===== src/xbar_params.svh =====
// crossbar build constants
// bus widths, port counts, read tracking depth, the error word
// returned for disabled slaves and the configuration register map
`ifndef XBAR_PARAMS_SVH
`define XBAR_PARAMS_SVH

// bus widths
`define XBAR_ADDR_W 32
`define XBAR_DATA_W 32

// port counts
`define XBAR_NUM_M 2
`define XBAR_NUM_S 2

// outstanding reads per slave and per master
`define XBAR_TRANS_BUF 4

// read data for a disabled slave
`define XBAR_ERR_DATA 32'hDEAD_BEEF

// axi4-lite register offsets
`define XBAR_REG_CTRL 8'h00
`define XBAR_REG_ERR0 8'h04
`define XBAR_REG_ERR1 8'h08

`endif


===== src/xbar_pkg.sv =====
// crossbar shared types
// address, data and index words plus the packed request, response
// and configuration structs passed between the ports
`default_nettype none
`include "xbar_params.svh"

package xbar_pkg;

	typedef logic [`XBAR_ADDR_W-1:0] xbar_addr_t;
	typedef logic [`XBAR_DATA_W-1:0] xbar_data_t;

	// master and slave index
	typedef logic [$clog2(`XBAR_NUM_M)-1:0] xbar_mid_t;
	typedef logic [$clog2(`XBAR_NUM_S)-1:0] xbar_sid_t;

	// decode error counter
	typedef logic [15:0] xbar_cnt_t;

	// request side of the bus, held stable until req and ack meet
	typedef struct packed {
		logic       req;
		logic       we;
		xbar_addr_t addr;
		xbar_data_t wdata;
	} xbar_req_t;

	// single-cycle read response
	typedef struct packed {
		logic       resp;
		xbar_data_t rdata;
	} xbar_resp_t;

	typedef struct packed {
		logic [`XBAR_NUM_S-1:0] s_en;
		logic                   rr_mode;
	} xbar_cfg_t;

endpackage

`default_nettype wire


===== src/xbar_master_port.sv =====
// crossbar master port
// decodes the target slave from the top address bit, answers requests
// to disabled slaves locally and keeps this master's reads in order
`timescale 1ns/10ps
`default_nettype none
`include "xbar_params.svh"

module xbar_master_port
(
	input  logic                   rst_n_i,
	input  logic                   memread_grant,
	input  xbar_pkg::xbar_req_t    m_req_i,
	output logic                   m_ack_o,
	output xbar_pkg::xbar_resp_t   m_resp_o,
	output xbar_pkg::xbar_req_t    s_req_o [`XBAR_NUM_S],
	input  logic [`XBAR_NUM_S-1:0] s_ack_i,
	input  xbar_pkg::xbar_resp_t   s_resp_i [`XBAR_NUM_S],
	input  xbar_pkg::xbar_cfg_t    cfg_i,
	output logic                   err_o
);
	import xbar_pkg::*;

	localparam int CNT_W = $clog2(`XBAR_TRANS_BUF + 1);

	xbar_sid_t              sel;
	logic                   sel_en;
	logic                   is_rd;
	logic                   rd_blk;
	logic                   fwd;
	logic                   local_acc;
	logic                   rd_inc;
	logic                   err_pend;
	logic [CNT_W-1:0]       rd_cnt;
	xbar_sid_t              rd_sid;
	logic [`XBAR_NUM_S-1:0] s_req_vec;

	assign sel    = xbar_sid_t'(m_req_i.addr[`XBAR_ADDR_W-1]);
	assign sel_en = cfg_i.s_en[sel];
	assign is_rd  = m_req_i.req && !m_req_i.we;

	// a read waits while older reads go elsewhere, to a disabled slave,
	// or when the tracking count is exhausted
	assign rd_blk = is_rd && (rd_cnt != '0) &&
		((rd_sid != sel) || !sel_en || (rd_cnt == CNT_W'(`XBAR_TRANS_BUF)));

	assign fwd       = m_req_i.req && sel_en && !rd_blk;
	assign local_acc = m_req_i.req && !sel_en && !rd_blk;
	assign m_ack_o   = fwd ? s_ack_i[sel] : local_acc;
	assign rd_inc    = is_rd && m_ack_o;
	assign err_o     = local_acc;

	always_comb
	begin
		for (int s = 0; s < `XBAR_NUM_S; s++)
		begin
			s_req_o[s]     = m_req_i;
			s_req_o[s].req = fwd && (sel == xbar_sid_t'(s));
			s_req_vec[s]   = s_req_o[s].req;
		end
	end

	// all pending reads target rd_sid, so only that slave can answer
	always_comb
	begin
		m_resp_o.resp  = err_pend || s_resp_i[rd_sid].resp;
		m_resp_o.rdata = err_pend ? `XBAR_ERR_DATA : s_resp_i[rd_sid].rdata;
	end

	always_ff @(posedge memread_grant or negedge rst_n_i)
	begin
		if (!rst_n_i)
		begin
			rd_cnt   <= '0;
			rd_sid   <= '0;
			err_pend <= 1'b0;
		end
		else
		begin
			err_pend <= local_acc && !m_req_i.we;
			if (rd_inc)
				rd_sid <= sel;
			if (rd_inc && !m_resp_o.resp)
				rd_cnt <= rd_cnt + 1'b1;
			else if (!rd_inc && m_resp_o.resp)
				rd_cnt <= rd_cnt - 1'b1;
		end
	end

	a_one_slave_req: assert property (@(posedge memread_grant) disable iff (!rst_n_i)
		$onehot0(s_req_vec))
		else $error("master port drives more than one slave request");

	// a response, local or from a slave, must match a tracked read
	a_resp_tracked: assert property (@(posedge memread_grant) disable iff (!rst_n_i)
		m_resp_o.resp |-> (rd_cnt != '0))
		else $error("response without an outstanding read");

endmodule

`default_nettype wire


===== src/xbar_slave_port.sv =====
// crossbar slave port
// arbitrates the masters onto one slave, round-robin or fixed priority,
// and queues read owners so slave responses go back to the right master
`timescale 1ns/10ps
`default_nettype none
`include "xbar_params.svh"

module xbar_slave_port
(
	input  logic                   rst_n_i,
	input  logic                   memread_grant,
	input  xbar_pkg::xbar_req_t    m_req_i [`XBAR_NUM_M],
	output logic [`XBAR_NUM_M-1:0] m_ack_o,
	output xbar_pkg::xbar_resp_t   m_resp_o [`XBAR_NUM_M],
	output xbar_pkg::xbar_req_t    s_req_o,
	input  logic                   s_ack_i,
	input  xbar_pkg::xbar_resp_t   s_resp_i,
	input  logic                   rr_mode_i
);
	import xbar_pkg::*;

	localparam int PTR_W = $clog2(`XBAR_TRANS_BUF);

	logic [`XBAR_NUM_M-1:0] elig;
	xbar_mid_t              win;
	logic                   any;
	xbar_mid_t              last_win;
	logic                   locked;
	xbar_mid_t              lock_id;
	logic                   accept;
	logic                   push;
	logic                   pop;
	logic                   fifo_full;
	xbar_mid_t              owner_mem [`XBAR_TRANS_BUF];
	logic [PTR_W-1:0]       wr_ptr;
	logic [PTR_W-1:0]       rd_ptr;
	logic [PTR_W:0]         fifo_cnt;

	assign fifo_full = (fifo_cnt == (PTR_W+1)'(`XBAR_TRANS_BUF));

	// reads need a free owner slot
	always_comb
	begin
		for (int m = 0; m < `XBAR_NUM_M; m++)
			elig[m] = m_req_i[m].req && (m_req_i[m].we || !fifo_full);
	end

	always_comb
	begin
		xbar_mid_t idx;
		win = '0;
		any = 1'b0;
		for (int i = 0; i < `XBAR_NUM_M; i++)
		begin
			// search starts just after the last winner in round-robin mode
			if (rr_mode_i)
				idx = xbar_mid_t'(last_win + 1 + i);
			else
				idx = xbar_mid_t'(i);
			if (!any && elig[idx])
			begin
				win = idx;
				any = 1'b1;
			end
		end
		// keep a stalled grant until the slave takes it
		if (locked && elig[lock_id])
		begin
			win = lock_id;
			any = 1'b1;
		end
	end

	always_comb
	begin
		s_req_o     = m_req_i[win];
		s_req_o.req = any;
		for (int m = 0; m < `XBAR_NUM_M; m++)
		begin
			m_ack_o[m]        = any && s_ack_i && (win == xbar_mid_t'(m));
			m_resp_o[m].resp  = s_resp_i.resp && (owner_mem[rd_ptr] == xbar_mid_t'(m));
			m_resp_o[m].rdata = s_resp_i.rdata;
		end
	end

	assign accept = any && s_ack_i;
	assign push   = accept && !m_req_i[win].we;
	assign pop    = s_resp_i.resp;

	always_ff @(posedge memread_grant or negedge rst_n_i)
	begin
		if (!rst_n_i)
		begin
			last_win <= '0;
			locked   <= 1'b0;
			lock_id  <= '0;
			wr_ptr   <= '0;
			rd_ptr   <= '0;
			fifo_cnt <= '0;
		end
		else
		begin
			locked  <= any && !s_ack_i;
			lock_id <= win;
			if (accept)
				last_win <= win;
			if (push)
				wr_ptr <= wr_ptr + 1'b1;
			if (pop)
				rd_ptr <= rd_ptr + 1'b1;
			if (push && !pop)
				fifo_cnt <= fifo_cnt + 1'b1;
			else if (!push && pop)
				fifo_cnt <= fifo_cnt - 1'b1;
		end
	end

	// owner ids
	always_ff @(posedge memread_grant)
	begin
		if (push)
			owner_mem[wr_ptr] <= win;
	end

	a_resp_has_owner: assert property (@(posedge memread_grant) disable iff (!rst_n_i)
		s_resp_i.resp |-> (fifo_cnt != '0))
		else $error("slave response with no read outstanding");

	a_no_push_full: assert property (@(posedge memread_grant) disable iff (!rst_n_i)
		push |-> !fifo_full)
		else $error("read granted with owner fifo full");

endmodule

`default_nettype wire


===== src/xbar_cfg_regs.sv =====
// crossbar configuration registers on axi4-lite
// CTRL holds the slave enables and arbitration mode, ERR0 and ERR1
// count requests each master sent to a disabled slave
`timescale 1ns/10ps
`default_nettype none
`include "xbar_params.svh"

module xbar_cfg_regs
(
	input  logic                   rst_n_i,
	input  logic                   memread_grant,
	input  xbar_pkg::xbar_addr_t   s_axi_awaddr_i,
	input  logic                   s_axi_awvalid_i,
	output logic                   s_axi_awready_o,
	input  xbar_pkg::xbar_data_t   s_axi_wdata_i,
	input  logic                   s_axi_wvalid_i,
	output logic                   s_axi_wready_o,
	output logic [1:0]             s_axi_bresp_o,
	output logic                   s_axi_bvalid_o,
	input  logic                   s_axi_bready_i,
	input  xbar_pkg::xbar_addr_t   s_axi_araddr_i,
	input  logic                   s_axi_arvalid_i,
	output logic                   s_axi_arready_o,
	output xbar_pkg::xbar_data_t   s_axi_rdata_o,
	output logic [1:0]             s_axi_rresp_o,
	output logic                   s_axi_rvalid_o,
	input  logic                   s_axi_rready_i,
	input  logic [`XBAR_NUM_M-1:0] err_i,
	output xbar_pkg::xbar_cfg_t    cfg_o
);
	import xbar_pkg::*;

	typedef enum logic [1:0] {
		W_IDLE,
		W_GOT_ADDR,
		W_GOT_DATA,
		W_RESP
	} wr_state_t;

	wr_state_t              wr_state;
	xbar_addr_t             aw_addr_q;
	xbar_data_t             w_data_q;
	logic                   aw_hs;
	logic                   w_hs;
	logic                   b_hs;
	logic                   ar_hs;
	logic                   wr_ctrl;
	logic [`XBAR_NUM_M-1:0] err_clr;
	xbar_cfg_t              cfg_q;
	xbar_cnt_t              err_cnt [`XBAR_NUM_M];
	logic                   rvalid_q;
	xbar_data_t             rdata_q;
	xbar_data_t             rd_mux;

	assign s_axi_awready_o = (wr_state == W_IDLE) || (wr_state == W_GOT_DATA);
	assign s_axi_wready_o  = (wr_state == W_IDLE) || (wr_state == W_GOT_ADDR);
	assign s_axi_bvalid_o  = (wr_state == W_RESP);
	assign s_axi_bresp_o   = 2'b00;

	assign aw_hs = s_axi_awvalid_i && s_axi_awready_o;
	assign w_hs  = s_axi_wvalid_i && s_axi_wready_o;
	assign b_hs  = s_axi_bvalid_o && s_axi_bready_i;

	// register write lands on the b handshake
	assign wr_ctrl    = b_hs && (aw_addr_q[7:0] == `XBAR_REG_CTRL);
	assign err_clr[0] = b_hs && (aw_addr_q[7:0] == `XBAR_REG_ERR0);
	assign err_clr[1] = b_hs && (aw_addr_q[7:0] == `XBAR_REG_ERR1);

	// aw and w in either order
	always_ff @(posedge memread_grant or negedge rst_n_i)
	begin
		if (!rst_n_i)
			wr_state <= W_IDLE;
		else
		begin
			case (wr_state)
				W_IDLE:
				begin
					if (aw_hs && w_hs)
						wr_state <= W_RESP;
					else if (aw_hs)
						wr_state <= W_GOT_ADDR;
					else if (w_hs)
						wr_state <= W_GOT_DATA;
				end
				W_GOT_ADDR:
					if (w_hs)
						wr_state <= W_RESP;
				W_GOT_DATA:
					if (aw_hs)
						wr_state <= W_RESP;
				default:
					if (b_hs)
						wr_state <= W_IDLE;
			endcase
		end
	end

	always_ff @(posedge memread_grant)
	begin
		if (aw_hs)
			aw_addr_q <= s_axi_awaddr_i;
		if (w_hs)
			w_data_q <= s_axi_wdata_i;
		if (ar_hs)
			rdata_q <= rd_mux;
	end

	always_ff @(posedge memread_grant or negedge rst_n_i)
	begin
		if (!rst_n_i)
		begin
			cfg_q.s_en    <= '1;
			cfg_q.rr_mode <= 1'b1;
			for (int m = 0; m < `XBAR_NUM_M; m++)
				err_cnt[m] <= '0;
		end
		else
		begin
			if (wr_ctrl)
			begin
				cfg_q.s_en    <= w_data_q[`XBAR_NUM_S-1:0];
				cfg_q.rr_mode <= w_data_q[`XBAR_NUM_S];
			end
			// clearing wins over a same-cycle error, counters saturate
			for (int m = 0; m < `XBAR_NUM_M; m++)
			begin
				if (err_clr[m])
					err_cnt[m] <= '0;
				else if (err_i[m] && (err_cnt[m] != '1))
					err_cnt[m] <= err_cnt[m] + 1'b1;
			end
		end
	end

	assign cfg_o = cfg_q;

	always_comb
	begin
		rd_mux = '0;
		case (s_axi_araddr_i[7:0])
			`XBAR_REG_CTRL:
			begin
				rd_mux[`XBAR_NUM_S-1:0] = cfg_q.s_en;
				rd_mux[`XBAR_NUM_S]     = cfg_q.rr_mode;
			end
			`XBAR_REG_ERR0: rd_mux = xbar_data_t'(err_cnt[0]);
			`XBAR_REG_ERR1: rd_mux = xbar_data_t'(err_cnt[1]);
			default:        rd_mux = '0;
		endcase
	end

	// one read in flight, data registered on the ar handshake
	assign s_axi_arready_o = !rvalid_q;
	assign ar_hs           = s_axi_arvalid_i && s_axi_arready_o;
	assign s_axi_rvalid_o  = rvalid_q;
	assign s_axi_rdata_o   = rdata_q;
	assign s_axi_rresp_o   = 2'b00;

	always_ff @(posedge memread_grant or negedge rst_n_i)
	begin
		if (!rst_n_i)
			rvalid_q <= 1'b0;
		else if (ar_hs)
			rvalid_q <= 1'b1;
		else if (s_axi_rready_i)
			rvalid_q <= 1'b0;
	end

	a_bvalid_hold: assert property (@(posedge memread_grant) disable iff (!rst_n_i)
		(s_axi_bvalid_o && !s_axi_bready_i) |=> s_axi_bvalid_o)
		else $error("bvalid dropped before bready");

endmodule

`default_nettype wire


===== src/xbar_top.sv =====
// two by two memory crossbar
// master ports feed both slave ports, the configuration block
// sets slave enables and arbitration mode for all of them
`timescale 1ns/10ps
`default_nettype none
`include "xbar_params.svh"

module xbar_top
(
	input  logic                   rst_n_i,
	input  logic                   memread_grant,
	input  xbar_pkg::xbar_req_t    m_req_i [`XBAR_NUM_M],
	output logic [`XBAR_NUM_M-1:0] m_ack_o,
	output xbar_pkg::xbar_resp_t   m_resp_o [`XBAR_NUM_M],
	output xbar_pkg::xbar_req_t    s_req_o [`XBAR_NUM_S],
	input  logic [`XBAR_NUM_S-1:0] s_ack_i,
	input  xbar_pkg::xbar_resp_t   s_resp_i [`XBAR_NUM_S],
	input  xbar_pkg::xbar_addr_t   s_axi_awaddr_i,
	input  logic                   s_axi_awvalid_i,
	output logic                   s_axi_awready_o,
	input  xbar_pkg::xbar_data_t   s_axi_wdata_i,
	input  logic                   s_axi_wvalid_i,
	output logic                   s_axi_wready_o,
	output logic [1:0]             s_axi_bresp_o,
	output logic                   s_axi_bvalid_o,
	input  logic                   s_axi_bready_i,
	input  xbar_pkg::xbar_addr_t   s_axi_araddr_i,
	input  logic                   s_axi_arvalid_i,
	output logic                   s_axi_arready_o,
	output xbar_pkg::xbar_data_t   s_axi_rdata_o,
	output logic [1:0]             s_axi_rresp_o,
	output logic                   s_axi_rvalid_o,
	input  logic                   s_axi_rready_i
);
	import xbar_pkg::*;

	// master-major and slave-major views of the same links
	xbar_req_t              m2s_req    [`XBAR_NUM_M][`XBAR_NUM_S];
	xbar_req_t              s_req_in   [`XBAR_NUM_S][`XBAR_NUM_M];
	logic [`XBAR_NUM_M-1:0] s_ack_out  [`XBAR_NUM_S];
	logic [`XBAR_NUM_S-1:0] m_ack_in   [`XBAR_NUM_M];
	xbar_resp_t             s_resp_out [`XBAR_NUM_S][`XBAR_NUM_M];
	xbar_resp_t             m_resp_in  [`XBAR_NUM_M][`XBAR_NUM_S];
	logic [`XBAR_NUM_M-1:0] err;
	xbar_cfg_t              cfg;

	for (genvar m = 0; m < `XBAR_NUM_M; m++)
	begin : g_link_m
		for (genvar s = 0; s < `XBAR_NUM_S; s++)
		begin : g_link_s
			assign s_req_in[s][m]  = m2s_req[m][s];
			assign m_ack_in[m][s]  = s_ack_out[s][m];
			assign m_resp_in[m][s] = s_resp_out[s][m];
		end
	end

	for (genvar m = 0; m < `XBAR_NUM_M; m++)
	begin : g_mport
		xbar_master_port u_mport
		(
			.rst_n_i       (rst_n_i),
			.memread_grant (memread_grant),
			.m_req_i       (m_req_i[m]),
			.m_ack_o       (m_ack_o[m]),
			.m_resp_o      (m_resp_o[m]),
			.s_req_o       (m2s_req[m]),
			.s_ack_i       (m_ack_in[m]),
			.s_resp_i      (m_resp_in[m]),
			.cfg_i         (cfg),
			.err_o         (err[m])
		);
	end

	for (genvar s = 0; s < `XBAR_NUM_S; s++)
	begin : g_sport
		xbar_slave_port u_sport
		(
			.rst_n_i       (rst_n_i),
			.memread_grant (memread_grant),
			.m_req_i       (s_req_in[s]),
			.m_ack_o       (s_ack_out[s]),
			.m_resp_o      (s_resp_out[s]),
			.s_req_o       (s_req_o[s]),
			.s_ack_i       (s_ack_i[s]),
			.s_resp_i      (s_resp_i[s]),
			.rr_mode_i     (cfg.rr_mode)
		);
	end

	xbar_cfg_regs u_cfg
	(
		.rst_n_i         (rst_n_i),
		.memread_grant   (memread_grant),
		.s_axi_awaddr_i  (s_axi_awaddr_i),
		.s_axi_awvalid_i (s_axi_awvalid_i),
		.s_axi_awready_o (s_axi_awready_o),
		.s_axi_wdata_i   (s_axi_wdata_i),
		.s_axi_wvalid_i  (s_axi_wvalid_i),
		.s_axi_wready_o  (s_axi_wready_o),
		.s_axi_bresp_o   (s_axi_bresp_o),
		.s_axi_bvalid_o  (s_axi_bvalid_o),
		.s_axi_bready_i  (s_axi_bready_i),
		.s_axi_araddr_i  (s_axi_araddr_i),
		.s_axi_arvalid_i (s_axi_arvalid_i),
		.s_axi_arready_o (s_axi_arready_o),
		.s_axi_rdata_o   (s_axi_rdata_o),
		.s_axi_rresp_o   (s_axi_rresp_o),
		.s_axi_rvalid_o  (s_axi_rvalid_o),
		.s_axi_rready_i  (s_axi_rready_i),
		.err_i           (err),
		.cfg_o           (cfg)
	);

endmodule

`default_nettype wire


===== config.mk =====
export PLATFORM = sky130hd
export DESIGN_NAME = xbar_top
export DESIGN_NICKNAME = d
export VERILOG_FILES = /design/src/xbar_pkg.sv /design/src/xbar_master_port.sv /design/src/xbar_slave_port.sv /design/src/xbar_cfg_regs.sv /design/src/xbar_top.sv
export VERILOG_INCLUDE_DIRS = /design/src /design/src/src
export SDC_FILE = /design/constraint.sdc
export NUM_CORES = 1
export LEC_CHECK = 0
export BUFFER_PORTS_ARGS = -buffer_cell sky130_fd_sc_hd__buf_4
export CAP_MARGIN = 10
export CORE_AREA = 2 2 209 211
export CTS_CLUSTER_SIZE = 24
export DETAILED_ROUTE_END_ITERATION = 10
export DIE_AREA = 0 0 211 213
export PLACE_DENSITY = 0.48
export SLEW_MARGIN = 5
export SYNTH_ARGS = -nofsm -noshare
export SYNTH_HDL_FRONTEND = slang
export SYNTH_SLANG_ARGS = --single-unit

===== constraint.sdc =====
create_clock -name memread_grant -period 2.8 [get_ports memread_grant]
set_clock_uncertainty 0.05 [all_clocks]
set_input_delay 0.56 -clock memread_grant [delete_from_list [all_inputs] [get_ports memread_grant]]
set_output_delay 0.56 -clock memread_grant [all_outputs]
set_load 0.03 [all_outputs]

==> metrics.cfg <==
[outcome]
outcome=finished, violations left
violations=setup timing

[detailed_routing]
viasPerCell=4.36
first_pass_iters=4
wl_per_cell_um=18.4
vias=8227
drtIter0Drc=384
ant_nets=0
wl_mm=34.8
route.detailed.drc=0

[floorplan]
die_x_um=211
ios=544
die_height_um=213
initial_core_util_pct=18.9
dieArea_sq_um=44900
rows=76
core_area_sq_um=42700

[clock_network]
cts_max_level=3
cts_num_sinks=103
numCtsBuffers=9
path_clk_slew_ps=80
cts_max_path_buffers=2
clock_latency_ps=360
clockRootBuffer=clkbuf_16
cts_hold_buf=0
cts_tree=done

[placed_design]
place_congestion=0.766
port_buffers=446
dp_slack_ps=-576
place_hpwl_mm=26.0

[setup_path]
worstSetupEndpointType=output port
arrival_ps=2760
crit_path_start_kind=flip-flop
crit_type=reg2out
worstPathMaxFanout=6
required_ps=2190

[cells_and_area]
syn2layout_area_growth_pct=84.7
regArea_sq_um=2760
drive_above_1_share_pct=60.4
final_nets=1662
nFillCells=4331
multi_input_area_sq_um=5660

[timing]
hold_viol=0
rsz0062_at_grt=yes
worst_slew_pin_slew_ps=768
fin_crit_sh_pct=120
maxSlewHeadroom_pct=48.5
fmax_mhz=297
drv_slew=0
period_needed_ps=3370
worst_slack_ps=-572
finalSetupViolations=138

[grt]
grt_pass1_vias=8108
track_usage_pct=13.8
antenna_found_initial=6
grt_pass1_wl_mm=47.7
grt_max_degree=58
grt.overflow.total=0

[synthesis]
synth_edf_count=35
async_flop_share_pct=66.0
synth_cell_types=61
yosys-top-cells-area=dfrtp_1 (20%), mux2_2 (18%), edfxtp_1 (13%)
synth_top_area_share_pct=20.2
yosysTopAreaCell=dfrtp_1
synth_area_sq_um=8060
avgSynthCellArea_sq_um=10.3
ys_ff_latch=103
synth_warnings=0
yosysSeqAreaShare_pct=34.2
synth_ff_type=dfrtp_1
synthCells=785

[hold_path]
hold_path.class=in2async

[flow_run]
max_cap_viol_count=0

[pwr]
powerDensity_nw_per_um2=529
irDropWorstVdd_mv=0.461
leakage_nw=7.27
p_total_mw=7.88

## cell usage after synthesis (12+ instances only)
| cell type | count |
|---|---|
| edfxtp_1 | 35 |
| a211o_1 | 50 |
| a21oi_1 | 16 |
| clkbuf_1 | 19 |
| xnor2_1 | 15 |
| inv_1 | 23 |
| nor2_1 | 66 |
| nand2_1 | 26 |
| and3_1 | 14 |
| xor2_1 | 28 |
| mux2i_1 | 23 |
| ha_1 | 18 |
| nand3_1 | 13 |
| buf_4 | 25 |
| nor2b_1 | 55 |
| mux2_2 | 128 |
| dfrtp_1 | 65 |
| a22o_1 | 15 |
| nand4_1 | 12 |
## critical path: stages, from the launching register on
cell and delay (ps):
dfstp_2 610, buf_6 120, and3_4 180, a21oi_4 40, a211o_4 350, a21oi_4 160, buf_12 140, buf_12 160
clkbuf_16 180, mux2_4 310, buf_6 140
## cell families (layout without fill, tap and decap cells)
kind of cell / count (synthesis) / after routing / synth area share (%)
other: 1 / 21 / 0.0465
buffers and inverters: 91 / 628 / 6.30
and+or+nand+nor: 244 / 245 / 16.4
xor gates and xnor gates: 43 / 43 / 4.67
muxes: 160 / 160 / 22.5
AOI/OAI and AO/OA: 121 / 121 / 12.0
adders and majority gates: 22 / 22 / 3.79
DFF: 103 / 103 / 34.2
## stage by stage
stage | hold WS [ps] | TNS [ps] | cells | utilization [%] | area, sq um
after floorplan | 214 | -2910 | 804 | - | 8340
after global placement | 419 | -48930 | 1824 | 29.8 | 12700
after detailed placement | 429 | -50770 | 1824 | 29.8 | 12700
after CTS | 126 | -65630 | 1874 | 33.5 | 14300
after global routing | 140 | -77780 | 1888 | 34.9 | 14900
final | 119 | -66970 | 1889 | 34.9 | 14900
## final timing paths
check	start	cells after the start	slack, ps	endpoint
max	u_cfg.cfg_o[2]	10	-570	s_req_o[74]
min	rst_n_i	1	120	u_cfg.err_cnt[29]
max reg2reg	g_mport[0].u_mport.rd_cnt[0]	14	-310	g_mport[1].u_mport.rd_cnt[2]
min reg2reg	g_sport[0].u_sport.rd_ptr[1]	1	440	g_sport[0].u_sport.rd_ptr[1]
max in group asynchronous	rst_n_i	2	2010	g_sport[0].u_sport.last_win
min in group memread_grant	s_axi_rready_i	2	310	u_cfg.s_axi_rvalid_o
## metal layers
layer / track usage [%] / vias to the layer above / wire length (um)
met3: 3.53 / 22 / 2110
li1: - / 3921 / -
met1: 18.2 / 3983 / 15100
met5: 0 / - / 59
met4: 2.04 / 8 / 231
met2: 23.2 / 293 / 17300
## layout by cell type, fill, tap and decap left out, types with 5 or more instances in the layout
master,count
and4_1,5
nor2b_1,52
buf_6,157
nand2_1,24
conb_1,20
buf_16,5
buf_12,11
and3_1,11
buf_4,405
edfxtp_1,35
mux2_2,12
nor3_1,9
inv_1,19
mux2i_1,23
dfrtp_1,63
xor2_1,28
nand3_1,12
o21ai_0,6
and2_1,7
xnor2_1,15
nor3b_1,5
nor2_1,65
mux2_4,122
buf_8,5
ha_1,14
a22o_1,15
a211o_1,50
nand4_1,12
clkbuf_16,15
a21oi_1,14
## report_power, final
group | switching, mW | total (mW) | internal [mW]
Sequential | 0.291 | 2.18 | 1.89
Combinational | 2.38 | 4.37 | 1.99
Clock | 0.682 | 1.33 | 0.651
## registers in the layout (all words and copies together), names as in the netlist, 3 cells and up
register                   cells
u_cfg.cfg_o                    3
u_cfg.aw_addr_q                8
g_sport.u_sport.rd_ptr         4
u_cfg.s_axi_rdata_o           16
g_sport.u_sport.fifo_cnt       6
u_cfg.w_data_q                 3
g_sport.u_sport.wr_ptr         4
u_cfg.err_cnt                 32
g_mport.u_mport.rd_cnt         6
g_sport.u_sport.owner_mem      8
## what timing repair did
item / 4_1_cts / 5_1_grt
resized for setup: 216 / 108
setup endpoints to repair: 141 / 161
gates cloned: 7 / 7
pin swaps: 13 / 26
setup buffers: 32 / 18
## cell type report
type                       count  share of cell area [%]
multi-input combinational    611                    38.0
timing repair buffer         589                    36.2
sequential                   103                    18.5
tap                          546                    4.59
clock buffer                   9                    1.51
clock inverter                 7                   0.597
inverter                      23                   0.580
antenna                        1                  0.0168
(Power assumes the default switching activity.)
